--- src/source/rsp_order_consts.svh ---
// Sizing constants for the response ordering shim
// Include this wherever buffer depth, field widths or the almost-full
// reserve are needed. The packages build their types from these values

`ifndef RSP_ORDER_CONSTS_SVH
`define RSP_ORDER_CONSTS_SVH

// Entries in the read reorder buffer and in the write heap
// Must be a power of two so that tag arithmetic wraps naturally
`define RSP_ORDER_ENTRIES 16

// Accelerator metadata carried with every request
`define RSP_ORDER_MDATA_W 16

// Read data line returned by the fabric
`define RSP_ORDER_LINE_W 64

// Requests the accelerator may still issue after almost-full rises
`define RSP_ORDER_AF_RESERVE 2

`endif
--- src/source/rsp_order_pkg.sv ---
// Storage-side types for the response ordering shim
// Used by the tagger, the reorder buffer, the heap and the slot memories
// Refer to the types with package-scoped names

`include "rsp_order_consts.svh"

package rsp_order_pkg;

    // ==============================
    // Index and payload types
    // ==============================

    // Buffer index, which is also the tag sent to the fabric
    typedef logic [$clog2(`RSP_ORDER_ENTRIES)-1:0] t_req_idx;

    // Accelerator metadata that must come back on the response
    typedef logic [`RSP_ORDER_MDATA_W-1:0] t_mdata;

    // One read data line
    typedef logic [`RSP_ORDER_LINE_W-1:0] t_line;

endpackage

--- src/source/rsp_msg_pkg.sv ---
// Response record types for the result stage of the shim
// The reorder buffer and heap drive these records and the assembler
// registers them toward the accelerator

package rsp_msg_pkg;

    // ==============================
    // Restored responses
    // ==============================

    // Read response with its original metadata, returned in request order
    typedef struct packed {
        logic                  valid;
        rsp_order_pkg::t_mdata mdata;
        rsp_order_pkg::t_line  data;
    } t_rd_rsp;

    // Write response with its original metadata
    typedef struct packed {
        logic                  valid;
        rsp_order_pkg::t_mdata mdata;
    } t_wr_rsp;

endpackage

--- src/source/rsp_order_if.sv ---
// Interfaces between the shim stages
// req_tag_if hands a buffer index to the tagger and takes the metadata to keep
// rsp_result_if carries the restored responses to the assembler
`timescale 1ns/100ps

// One instance per channel. A cycle with alloc high consumes alloc_idx
// and stores alloc_mdata in that entry
interface req_tag_if;
    logic                    alloc;
    rsp_order_pkg::t_mdata   alloc_mdata;
    rsp_order_pkg::t_req_idx alloc_idx;
    logic                    not_full;

    // The tagger requests, the storage module offers an index and space
    modport tagger (output alloc, output alloc_mdata, input alloc_idx, input not_full);
    modport store (input alloc, input alloc_mdata, output alloc_idx, output not_full);
endinterface

// Restored responses from both storage modules
interface rsp_result_if;
    rsp_msg_pkg::t_rd_rsp rd;
    rsp_msg_pkg::t_wr_rsp wr;

    // Each storage module drives only its own record
    modport rob (output rd);
    modport heap (output wr);
    modport assemble (input rd, input wr);
endinterface

--- src/source/rsp_order_shim.sv ---
// Top level of the response ordering shim between accelerator and fabric
// Reads come back in request order and writes keep their metadata.
// Requests reach the fabric one cycle after issue, write responses
// return two cycles after the fabric answers
`timescale 1ns/100ps

module rsp_order_shim (
    input  logic                    clk,
    input  logic                    reset,
    input  logic                    rd_req_valid,
    input  rsp_order_pkg::t_mdata   rd_req_mdata,
    output logic                    rd_almost_full,
    input  logic                    wr_req_valid,
    input  rsp_order_pkg::t_mdata   wr_req_mdata,
    output logic                    wr_almost_full,
    input  logic                    fabric_rd_almost_full,
    input  logic                    fabric_wr_almost_full,
    output logic                    fabric_rd_req_valid,
    output rsp_order_pkg::t_req_idx fabric_rd_req_tag,
    output logic                    fabric_wr_req_valid,
    output rsp_order_pkg::t_req_idx fabric_wr_req_tag,
    input  logic                    fabric_rd_rsp_valid,
    input  rsp_order_pkg::t_req_idx fabric_rd_rsp_tag,
    input  rsp_order_pkg::t_line    fabric_rd_rsp_data,
    input  logic                    fabric_wr_rsp_valid,
    input  rsp_order_pkg::t_req_idx fabric_wr_rsp_tag,
    output logic                    rd_rsp_valid,
    output rsp_order_pkg::t_mdata   rd_rsp_mdata,
    output rsp_order_pkg::t_line    rd_rsp_data,
    output logic                    wr_rsp_valid,
    output rsp_order_pkg::t_mdata   wr_rsp_mdata
);

    req_tag_if    rd_tag_if ();
    req_tag_if    wr_tag_if ();
    rsp_result_if result_if ();

    // ==============================
    // Decode, execute and result
    // ==============================

    req_tagger req_tagger_inst (
        .clk, .reset,
        .rd_req_valid, .rd_req_mdata, .wr_req_valid, .wr_req_mdata,
        .fabric_rd_almost_full, .fabric_wr_almost_full,
        .rd_almost_full, .wr_almost_full,
        .fabric_rd_req_valid, .fabric_rd_req_tag,
        .fabric_wr_req_valid, .fabric_wr_req_tag,
        .rd_tag (rd_tag_if.tagger),
        .wr_tag (wr_tag_if.tagger)
    );

    // Read responses fill the reorder buffer at their tag
    read_rob read_rob_inst (
        .clk, .reset,
        .alloc      (rd_tag_if.store),
        .fill_valid (fabric_rd_rsp_valid),
        .fill_tag   (fabric_rd_rsp_tag),
        .fill_data  (fabric_rd_rsp_data),
        .result     (result_if.rob)
    );

    // Write responses free their heap slot
    write_heap write_heap_inst (
        .clk, .reset,
        .alloc      (wr_tag_if.store),
        .free_valid (fabric_wr_rsp_valid),
        .free_tag   (fabric_wr_rsp_tag),
        .result     (result_if.heap)
    );

    rsp_assemble rsp_assemble_inst (
        .clk, .reset,
        .result (result_if.assemble),
        .rd_rsp_valid, .rd_rsp_mdata, .rd_rsp_data,
        .wr_rsp_valid, .wr_rsp_mdata
    );

endmodule

--- src/source/rsp_assemble.sv ---
// Result stage of the response ordering shim
// Registers the restored read and write records onto the accelerator's
// response ports. Adds one cycle to both channels
`timescale 1ns/100ps

module rsp_assemble (
    input  logic                  clk,
    input  logic                  reset,
    rsp_result_if.assemble        result,
    output logic                  rd_rsp_valid,
    output rsp_order_pkg::t_mdata rd_rsp_mdata,
    output rsp_order_pkg::t_line  rd_rsp_data,
    output logic                  wr_rsp_valid,
    output rsp_order_pkg::t_mdata wr_rsp_mdata
);

    // Response strobes
    always_ff @(posedge clk)
    begin
        if (reset)
        begin
            rd_rsp_valid <= 1'b0;
            wr_rsp_valid <= 1'b0;
        end
        else
        begin
            rd_rsp_valid <= result.rd.valid;
            wr_rsp_valid <= result.wr.valid;
        end
    end

    // Payload follows its strobe and is only meaningful with it
    always_ff @(posedge clk)
    begin
        rd_rsp_mdata <= result.rd.mdata;
        rd_rsp_data  <= result.rd.data;
        wr_rsp_mdata <= result.wr.mdata;
    end

endmodule

--- src/source/write_heap.sv ---
// Write metadata heap
// A free-index bitmap offers the lowest free slot to each write request.
// The metadata waits in the slot until the fabric returns that tag, then
// it is read back and the slot goes back on the free list
`timescale 1ns/100ps

`include "rsp_order_consts.svh"

module write_heap (
    input  logic                    clk,
    input  logic                    reset,
    req_tag_if.store                alloc,
    input  logic                    free_valid,
    input  rsp_order_pkg::t_req_idx free_tag,
    rsp_result_if.heap              result
);

    localparam int CNT_W = $clog2(`RSP_ORDER_ENTRIES) + 1;

    logic [`RSP_ORDER_ENTRIES-1:0] free_map;
    logic [CNT_W-1:0]              free_cnt;
    rsp_order_pkg::t_req_idx       low_idx;
    rsp_order_pkg::t_mdata         rsp_mdata;
    logic                          wr_valid_q;

    // Lowest set bit of the free map. Scanning down leaves the lowest
    always_comb
    begin
        low_idx = '0;
        for (int i = `RSP_ORDER_ENTRIES - 1; i >= 0; i--)
        begin
            if (free_map[i])
            begin
                low_idx = rsp_order_pkg::t_req_idx'(i);
            end
        end
    end

    assign alloc.alloc_idx = low_idx;
    assign alloc.not_full  = free_cnt > CNT_W'(`RSP_ORDER_AF_RESERVE);

    // Metadata goes in at allocation and is looked up by the returned tag
    slot_ram #(.t_entry(rsp_order_pkg::t_mdata)) mdata_ram (
        .clk     (clk),
        .wr_en   (alloc.alloc),
        .wr_idx  (low_idx),
        .wr_data (alloc.alloc_mdata),
        .rd_idx  (free_tag),
        .rd_data (rsp_mdata)
    );

    // The slot read is registered, so freeing it in the same cycle is safe
    always_ff @(posedge clk)
    begin
        if (reset)
        begin
            free_map   <= '1;
            free_cnt   <= CNT_W'(`RSP_ORDER_ENTRIES);
            wr_valid_q <= 1'b0;
        end
        else
        begin
            if (alloc.alloc)
            begin
                free_map[low_idx] <= 1'b0;
            end
            if (free_valid)
            begin
                free_map[free_tag] <= 1'b1;
            end
            free_cnt   <= free_cnt - CNT_W'(alloc.alloc) + CNT_W'(free_valid);
            wr_valid_q <= free_valid;
        end
    end

    assign result.wr = '{valid: wr_valid_q, mdata: rsp_mdata};

endmodule

--- src/source/read_rob.sv ---
// Read reorder buffer
// Indices are handed out in order from a tail pointer. Fabric data fills
// entries in any order, and the head entry drains as soon as it is filled,
// so read results leave in request order with the original metadata
`timescale 1ns/100ps

`include "rsp_order_consts.svh"

module read_rob (
    input  logic                    clk,
    input  logic                    reset,
    req_tag_if.store                alloc,
    input  logic                    fill_valid,
    input  rsp_order_pkg::t_req_idx fill_tag,
    input  rsp_order_pkg::t_line    fill_data,
    rsp_result_if.rob               result
);

    // Wide enough to count a completely full buffer
    localparam int CNT_W = $clog2(`RSP_ORDER_ENTRIES) + 1;

    rsp_order_pkg::t_req_idx       head;
    rsp_order_pkg::t_req_idx       tail;
    logic [`RSP_ORDER_ENTRIES-1:0] filled;
    logic [CNT_W-1:0]              used_cnt;
    logic                          deq;
    logic                          rd_valid_q;
    rsp_order_pkg::t_mdata         head_mdata;
    rsp_order_pkg::t_line          head_line;

    // ==============================
    // Allocation
    // ==============================

    assign alloc.alloc_idx = tail;

    // Keep the reserve free so late requests still find room
    assign alloc.not_full = (CNT_W'(`RSP_ORDER_ENTRIES) - used_cnt) >
                            CNT_W'(`RSP_ORDER_AF_RESERVE);

    // Metadata is written at allocation, data when the fabric returns it
    slot_ram #(.t_entry(rsp_order_pkg::t_mdata)) mdata_ram (
        .clk     (clk),
        .wr_en   (alloc.alloc),
        .wr_idx  (tail),
        .wr_data (alloc.alloc_mdata),
        .rd_idx  (head),
        .rd_data (head_mdata)
    );

    slot_ram #(.t_entry(rsp_order_pkg::t_line)) line_ram (
        .clk     (clk),
        .wr_en   (fill_valid),
        .wr_idx  (fill_tag),
        .wr_data (fill_data),
        .rd_idx  (head),
        .rd_data (head_line)
    );

    // ==============================
    // Fill and drain
    // ==============================

    // Both memories are already reading the head, so the entry is
    // available one cycle after its filled bit is seen
    assign deq = filled[head];

    always_ff @(posedge clk)
    begin
        if (reset)
        begin
            head       <= '0;
            tail       <= '0;
            filled     <= '0;
            used_cnt   <= '0;
            rd_valid_q <= 1'b0;
        end
        else
        begin
            // Tags are unique, so a fill never hits the entry being drained
            if (deq)
            begin
                filled[head] <= 1'b0;
                head         <= head + 1'b1;
            end
            if (fill_valid)
            begin
                filled[fill_tag] <= 1'b1;
            end
            if (alloc.alloc)
            begin
                tail <= tail + 1'b1;
            end
            used_cnt   <= used_cnt + CNT_W'(alloc.alloc) - CNT_W'(deq);
            rd_valid_q <= deq;
        end
    end

    assign result.rd = '{valid: rd_valid_q, mdata: head_mdata, data: head_line};

endmodule

--- src/source/req_tagger.sv ---
// Request tagging stage of the response ordering shim
// Each accelerator request takes an index from its channel's store, which
// keeps the metadata. The request goes to the fabric one cycle later with
// that index as its tag. Almost-full merges fabric level and store space
`timescale 1ns/100ps

module req_tagger (
    input  logic                    clk,
    input  logic                    reset,
    input  logic                    rd_req_valid,
    input  rsp_order_pkg::t_mdata   rd_req_mdata,
    input  logic                    wr_req_valid,
    input  rsp_order_pkg::t_mdata   wr_req_mdata,
    input  logic                    fabric_rd_almost_full,
    input  logic                    fabric_wr_almost_full,
    output logic                    rd_almost_full,
    output logic                    wr_almost_full,
    output logic                    fabric_rd_req_valid,
    output rsp_order_pkg::t_req_idx fabric_rd_req_tag,
    output logic                    fabric_wr_req_valid,
    output rsp_order_pkg::t_req_idx fabric_wr_req_tag,
    req_tag_if.tagger               rd_tag,
    req_tag_if.tagger               wr_tag
);

    // Every request allocates. The store keeps the original metadata
    assign rd_tag.alloc       = rd_req_valid;
    assign rd_tag.alloc_mdata = rd_req_mdata;
    assign wr_tag.alloc       = wr_req_valid;
    assign wr_tag.alloc_mdata = wr_req_mdata;

    // The store's reserve covers requests that arrive after this rises
    assign rd_almost_full = fabric_rd_almost_full || !rd_tag.not_full;
    assign wr_almost_full = fabric_wr_almost_full || !wr_tag.not_full;

    // Request strobes toward the fabric
    always_ff @(posedge clk)
    begin
        if (reset)
        begin
            fabric_rd_req_valid <= 1'b0;
            fabric_wr_req_valid <= 1'b0;
        end
        else
        begin
            fabric_rd_req_valid <= rd_req_valid;
            fabric_wr_req_valid <= wr_req_valid;
        end
    end

    // The tag replaces the metadata on the way out
    always_ff @(posedge clk)
    begin
        fabric_rd_req_tag <= rd_tag.alloc_idx;
        fabric_wr_req_tag <= wr_tag.alloc_idx;
    end

endmodule

--- src/source/slot_ram.sv ---
// Small indexed memory with one write port and a registered read port
// The entry type is a parameter so one module serves metadata and lines
// Read data for rd_idx appears on the cycle after the index is presented
`timescale 1ns/100ps

`include "rsp_order_consts.svh"

module slot_ram #(
    parameter type t_entry = logic
) (
    input  logic                    clk,
    input  logic                    wr_en,
    input  rsp_order_pkg::t_req_idx wr_idx,
    input  t_entry                  wr_data,
    input  rsp_order_pkg::t_req_idx rd_idx,
    output t_entry                  rd_data
);

    // One entry per buffer slot
    t_entry mem [`RSP_ORDER_ENTRIES];

    // Write and read share the clock. A read of the slot being written
    // returns the old contents
    always_ff @(posedge clk)
    begin
        if (wr_en)
        begin
            mem[wr_idx] <= wr_data;
        end
        rd_data <= mem[rd_idx];
    end

endmodule

--- config.mk ---
export PLATFORM = sky130hd
export DESIGN_NAME = rsp_order_shim
export DESIGN_NICKNAME = d
export VERILOG_FILES = /design/src/source/rsp_order_pkg.sv /design/src/source/rsp_msg_pkg.sv /design/src/source/rsp_order_if.sv /design/src/source/rsp_order_shim.sv /design/src/source/rsp_assemble.sv /design/src/source/write_heap.sv /design/src/source/read_rob.sv /design/src/source/req_tagger.sv /design/src/source/slot_ram.sv
export VERILOG_INCLUDE_DIRS = /design/src /design/src/source
export SDC_FILE = /design/constraint.sdc
export NUM_CORES = 2
export LEC_CHECK = 0
export BUFFER_PORTS_ARGS = -buffer_cell sky130_fd_sc_hd__buf_2
export CORE_MARGIN = 5
export CORE_UTILIZATION = 55
export DETAILED_ROUTE_END_ITERATION = 10
export GPL_TIMING_DRIVEN = 1
export PLACE_DENSITY = 0.75
export SLEW_MARGIN = 30
export SYNTH_ARGS = -nofsm -noshare
export SYNTH_HDL_FRONTEND = slang
export SYNTH_HIERARCHICAL = 1
export SYNTH_SLANG_ARGS = --single-unit
export TNS_END_PERCENT = 1
--- constraint.sdc ---
create_clock -name clk -period 7 [get_ports clk]
set_clock_uncertainty 0.15 [all_clocks]
set_input_delay 1.4 -clock clk [delete_from_list [all_inputs] [get_ports clk]]
set_output_delay 1.4 -clock clk [all_outputs]
set_load 0.05 [all_outputs]
# Word level (Yosys, flattened, before mapping)
# Memories as Yosys holds them, arrays and structs flattened. A register that Yosys moved wholly into a read port is not among the register bits.
# Index checks and enable logic that the tools add are counted.
# word_totals
reg_bits,160
wordCells,89
mem_bits_rw,1536
out_inout_bits,110
input_bits,112
n_memories,3
# op_classes
order_cmp,10
n_mux,38
reduce_logical,8
add_sub_neg,7
bitwise,6
# memory_table
memory,depth,word_bits,rd,rd_ports_with_merged_regs,write_ports,line_no,source
read_rob_inst.line_ram.mem,16,64,1,1,1,slot_ram.sv:20,t_entry mem [`RSP_ORDER_ENTRIES];
read_rob_inst.mdata_ram.mem,16,16,1,1,1,slot_ram.sv:20,
write_heap_inst.mdata_ram.mem,16,16,1,1,1,slot_ram.sv:20,
# ops
op,n
16-bit 2-to-1 mux,6
4-bit 2-to-1 mux,16
16-bit AND,2
16-bit NOT,2
16-bit bitwise OR,2
4-bit by 5-bit less-than comparator with 1-bit output (second input constant),4
1-bit demux with 4-bit select,4
4-bit by 1-bit >= comparator with 1-bit output (second input constant),4
1-bit 2-to-1 mux,11
5-bit by 1-bit adder with 5-bit output,2
5-bit by 2-bit > comparator with 1-bit output (second input constant),2
5-bit by 1-bit subtractor with 5-bit output,2
4-bit by 1-bit adder with 4-bit output (second input constant),2
5-bit subtractor (first input constant),1
1-bit binary-select mux with 4-bit select,1
1-bit logical AND,4
1-bit zero test,2
1-bit logical OR,2

# Logic depth before layout (Yosys ltp)
# logic_depth
depth_word,26
mapped_depth,11
ltp_nobuf,11

# Hierarchy
# Netlist, hierarchy kept.
# modules_own_cells
mod,area_each_um2,cells_each,n_inst,seq_area_each_um2
slot_ram at read_rob_inst.line_ram,39581.7,1647,1,32030.7
slot_ram at read_rob_inst.mdata_ram ...,10043.4,432,2,8007.7
rsp_assemble,1974.4,100,1,1961.9
read_rob,1761.7,188,1,600.6
write_heap,1346.3,160,1,440.4
req_tagger,480.5,48,1,200.2

# Least setup slack after synthesis
# Ideal clock, no wire load.
# synth_timing
kind,input port to flip-flop
start,input port fabric_rd_rsp_tag[2]
end,"memory read_rob_inst/line_ram/mem[0][0] in the netlist's numbering, enable pin"
t_arrival_ps,6263
required_ps,6285
setup_ps,565
n_path_buf,0
path_slack_ps,21
path_stages,2
cell_sequence,or3b_2 > nor3_1
# synth_rtl
item,line_no,source
from (decl),rsp_order_shim.sv:23,"input rsp_order_pkg::t_req_idx fabric_rd_rsp_tag,"
to (decl),slot_ram.sv:20,
# Straight into the memory's write port.

# Final worst setup path
# layout_timing
start,register read_rob_inst.used_cnt[1]
end,output port rd_almost_full
# layout_between
elab_chain_len,4
# layout_rtl
item,line_no,source
from (decl),read_rob.sv:25,logic [CNT_W-1:0] used_cnt;
from (signal assigned),read_rob.sv:94,used_cnt <= used_cnt + CNT_W'(alloc.alloc) - CNT_W'(deq);
5-bit subtractor,read_rob.sv:38,assign alloc.not_full = (CNT_W'(`RSP_ORDER_ENTRIES) - used_cnt) >
5-bit by 2-bit > comparator with 1-bit output,read_rob.sv:38,
named net rd_tag_if.not_full,rsp_order_if.sv:12,logic not_full;
1-bit zero test,req_tagger.sv:33,assign rd_almost_full = fabric_rd_almost_full || !rd_tag.not_full;
1-bit logical OR,req_tagger.sv:33,
to (decl),rsp_order_shim.sv:12,"output logic rd_almost_full,"
# The timed path passes the listed nets, and every way through them passes these cells.

==> flow_metrics.env <==
export IMPL_status="finished, final reports clean"
export IMPL_fin_area_mm2=0.0738
export IMPL_wl_per_cell_um=27.3
export IMPL_yosys_register_bits=1792
export IMPL_hold_start="read_rob_inst/line_ram/rd_data[63]$_DFF_P_"
export IMPL_drc=0
export IMPL_rsz0062_at_grt="no"
export IMPL_grt_pass1_wl_um=204000
export IMPL_drv_slew=0
export IMPL_synthDominantCellAreaShare_pct=70.7
export IMPL_initial_core_util_pct=55.3
export IMPL_power_density_mw_per_mm2=295
export IMPL_synth_top_area_cell="edfxtp_1"
export IMPL_die_h_um=354
export IMPL_clk_pin_slew_ns=0.06
export IMPL_switchingPower_uw=4500
export IMPL_postCtsHoldBufs=0
export IMPL_rr_worst_depth=10
export IMPL_portBuffers=221
export IMPL_synth_avg_cell_area_um2=21.7
export IMPL_final_antenna_net_count=0
export IMPL_grt_overflow=0
export IMPL_timing_hold_ws_ns=0.153
export IMPL_post_cts_buffers=0
export IMPL_place_congestion=0.812
export IMPL_synth_area_mm2=0.0652
export IMPL_maxCapViolations=0
export IMPL_yosysSeqAreaShare_pct=78.6
export IMPL_r2r_end="read_rob_inst/used_cnt[4]$_SDFF_PP0_"
export IMPL_fin_crit_sh_pct=55.1
export IMPL_vias=30600
export IMPL_die_x_um=354
export IMPL_cts_made_buffers=172
export IMPL_sw_frac_of_total_pct=20.7
export IMPL_num_rows=126
export IMPL_gr_usage_all_layers_pct=21.8
export IMPL_io_pins=222
export IMPL_layout_min_cycle_time_ns=3.85
export IMPL_r2r_setup_slack_ns=3.20
export IMPL_seqPwrFrac_pct=54.8
export IMPL_yosysWarnings=6
export IMPL_design_core_area_mm2=0.118
export IMPL_power_leakage_uw=0.0237
export IMPL_drtIter0Drc=3278
export IMPL_hp_class="reg2reg"
export IMPL_hold_path_cell_count=0
export IMPL_slew_headroom_pct=30.6
export IMPL_endpoint_kind="output port"
export IMPL_dieArea_mm2=0.126
export IMPL_finalHoldViolCount=0
export IMPL_clock_sinks=1792
export IMPL_placed_cell_area_mm2=0.0682
export IMPL_timing_critical_path_arrival_ns=2.30
export IMPL_yosys_cell_types_count=58
export IMPL_synthTopCellsByArea="edfxtp_1, mux4_2, dfxtp_1"
export IMPL_cts_tree="yes"
export IMPL_worst_hold_path_endpoint="rsp_assemble_inst/rd_rsp_data[63]$_DFF_P_"
export IMPL_ys_async_sr_fraction_pct=0
export IMPL_grt_antenna_before_repair=27
export IMPL_power_share_combinational_pct=4.2
export IMPL_worstSetupPathType="reg2out"
export IMPL_setup_viol=0
export IMPL_clockPowerShare_pct=41.1
export IMPL_finalSetupTns_ns=0
export IMPL_worst_path_max_fanout=4
export IMPL_synth_edf_count=1536
export IMPL_vias_per_cell=6.12
export IMPL_cts_resized=0
export IMPL_grt_max_degree=129
export IMPL_nets=3443
export IMPL_hpwl_um=73100
export IMPL_vdd_drop_max_mv=0.254
export IMPL_synth_main_ff_cell="edfxtp_1"
export IMPL_syn_inst=3007
export IMPL_regToRegStartpoint="read_rob_inst/head[3]$_SDFFE_PP0P_"
export IMPL_max_freq_mhz=259
export IMPL_cts_buffer_depth=3
export IMPL_clockRootBuffer="clkbuf_16"
export IMPL_startpoint_type="register"
export IMPL_finalWirelength_um=136000
export IMPL_grt_pass1_vias=31700
export IMPL_syn_to_final_growth_pct=13.1
export IMPL_layout_drive_gt1_share_pct=28.2
export IMPL_cp_required_ns=5.45
export IMPL_firstDrtPassIters=5
export IMPL_p_int_uw=17300
export IMPL_syn_num_nets=3144
export IMPL_worst_pin_slew_ns=1.04
export IMPL_h_tree_depth=4
export IMPL_clock_latency_ns=0.78
## cell usage after synthesis, types with 4 or more instances
cell and n:
nor2b_1 25, buf_1 22, a221o_1 4, a221oi_1 4, ha_1 23, dfxtp_1 256, o41ai_1 5, nand3_1 12
nor2_1 68, or3b_2 4, edfxtp_1 1536, xnor2_1 6, and2_1 5, xor2_1 5, nand2_1 116, mux4_2 370
o31ai_1 8, buf_6 22, a22oi_1 192, a21oi_1 26, nor3_1 16, mux2i_1 8, inv_1 33, mux2_2 4
nand2b_1 19, mux4_1 20, nand4_1 4, o21ai_0 12, buf_4 48, buf_2 21, nand3b_1 8, a31oi_1 4
clkbuf_1 61
## state kept, by name, summed over array words and instances, names as in the netlist, 4 cells and up
name                               flops
rsp_assemble_inst/rd_rsp_data         64
rsp_assemble_inst/rd_rsp_mdata        16
read_rob_inst/alloc.alloc_idx          4
write_heap_inst/free_map              16
req_tagger_inst/fabric_rd_req_tag      4
read_rob_inst/line_ram/mem          1024
write_heap_inst/free_cnt               5
read_rob_inst/line_ram/rd_data        64
rsp_assemble_inst/wr_rsp_mdata        16
write_heap_inst/mdata_ram/mem        256
read_rob_inst/mdata_ram/mem          256
read_rob_inst/head                     4
read_rob_inst/filled                  16
req_tagger_inst/fabric_wr_req_tag      4
read_rob_inst/mdata_ram/rd_data       16
write_heap_inst/mdata_ram/rd_data     16
read_rob_inst/used_cnt                 5
## worst max-delay path by stage
stage               depth (start not counted)                            startpoint                                            to  slack [ns]
floorplan                                   2                  fabric_rd_rsp_tag[2]    read_rob_inst/line_ram/mem[0][0]$_DFFE_PP_        0.02
global placement                            4                  fabric_rd_rsp_tag[2]   read_rob_inst/line_ram/mem[3][24]$_DFFE_PP_        2.73
detailed placement                          4                  fabric_rd_rsp_tag[0]  read_rob_inst/line_ram/mem[11][17]$_DFFE_PP_        2.79
CTS                                         7  read_rob_inst/used_cnt[1]$_SDFF_PP0_                                rd_almost_full        3.08
global route                               10    read_rob_inst/head[3]$_SDFFE_PP0P_          read_rob_inst/used_cnt[4]$_SDFF_PP0_        2.99
finish                                      7  read_rob_inst/used_cnt[1]$_SDFF_PP0_                                rd_almost_full        3.15
## critical path, cell delays in order (launching register included)
cell,delay [ns]
dfxtp_1,0.35
inv_1,0.12
ha_1,0.21
or3_1,0.34
o21ai_0,0.08
nand3_1,0.12
nand2b_1,0.08
buf_2,0.26
## final cells by class
class                           count  area (um2)
Timing Repair Buffer              299        1900
Fill cell                        7719       44100
Multi-Input combinational cell   1008       13100
Inverter                           33         124
Tap cell                         1536        1920
Clock buffer                      258        4880
Antenna cell                       10        25.0
Clock inverter                     62         597
Sequential cell                  1792       51300
## cell families after synthesis
group	Yosys count	share of synthesized area (%)
flops	1792	78.6
fa+ha+maj	25	0.503
buf+inv	207	1.76
mux	402	13.8
compound gates	279	3.16
simple gates	291	2.09
xor+xnor	11	0.148
## through the flow
| step | std cells | power [uW] | utilization, % | worst slack (ns) |
|---|---|---|---|---|
| 2_1_floorplan | 3007 | 12700 | - | 0.0212 |
| 3_3_place_gp | 4661 | 13000 | 57.7 | 2.73 |
| 3_5_place_dp | 4667 | 13000 | 57.9 | 2.79 |
| 4_1_cts | 4987 | 22000 | 62.5 | 3.08 |
| 5_1_grt | 4992 | 22500 | 62.6 | 2.99 |
| 6_report | 4998 | 21800 | 62.6 | 3.15 |
## layer usage
layer  vias to the layer above  part of all wire (%)  GRT usage, %
met4                        16                   2.2          6.31
met1                     16000                    39          30.4
met2                      1308                    50          35.2
met5                         -                 0.064             0
li1                      13000                     -             -
met3                       226                   8.8          5.30
## power by group through the flow
stage / Clock, uW / Sequential, uW / Combinational, uW
finish: 8930 / 11900 / 910
global placement: 0 / 12100 / 889
global route: 9600 / 11900 / 987
floorplan: 0 / 12200 / 504
detailed placement: 0 / 12100 / 914
CTS: 9140 / 11900 / 920
## placed cells by master, fill, tap and decap left out, types with 8 or more instances in the layout
cell | Yosys | layout
nand3b_1 | 8 | 8
buf_2 | 21 | 219
o31ai_1 | 8 | 8
clkbuf_16 | 0 | 176
mux4_2 | 370 | 370
nor2b_1 | 25 | 23
clkbuf_8 | 0 | 17
mux2i_1 | 8 | 8
mux4_1 | 20 | 20
diode_2 | 0 | 10
clkbuf_1 | 61 | 65
nand3_1 | 12 | 12
ha_1 | 23 | 23
inv_1 | 33 | 33
nor2_4 | 0 | 19
dfxtp_1 | 256 | 254
nor2_2 | 0 | 18
nor3_2 | 0 | 12
nor2_1 | 68 | 31
a22oi_1 | 192 | 192
nand2b_1 | 19 | 19
edfxtp_1 | 1536 | 1536
clkinv_2 | 0 | 15
clkinv_1 | 0 | 23
a21oi_1 | 26 | 26
nand2_1 | 116 | 116
o21ai_0 | 12 | 12
buf_4 | 48 | 63
Note: power is estimated with default switching activity, not from simulation.
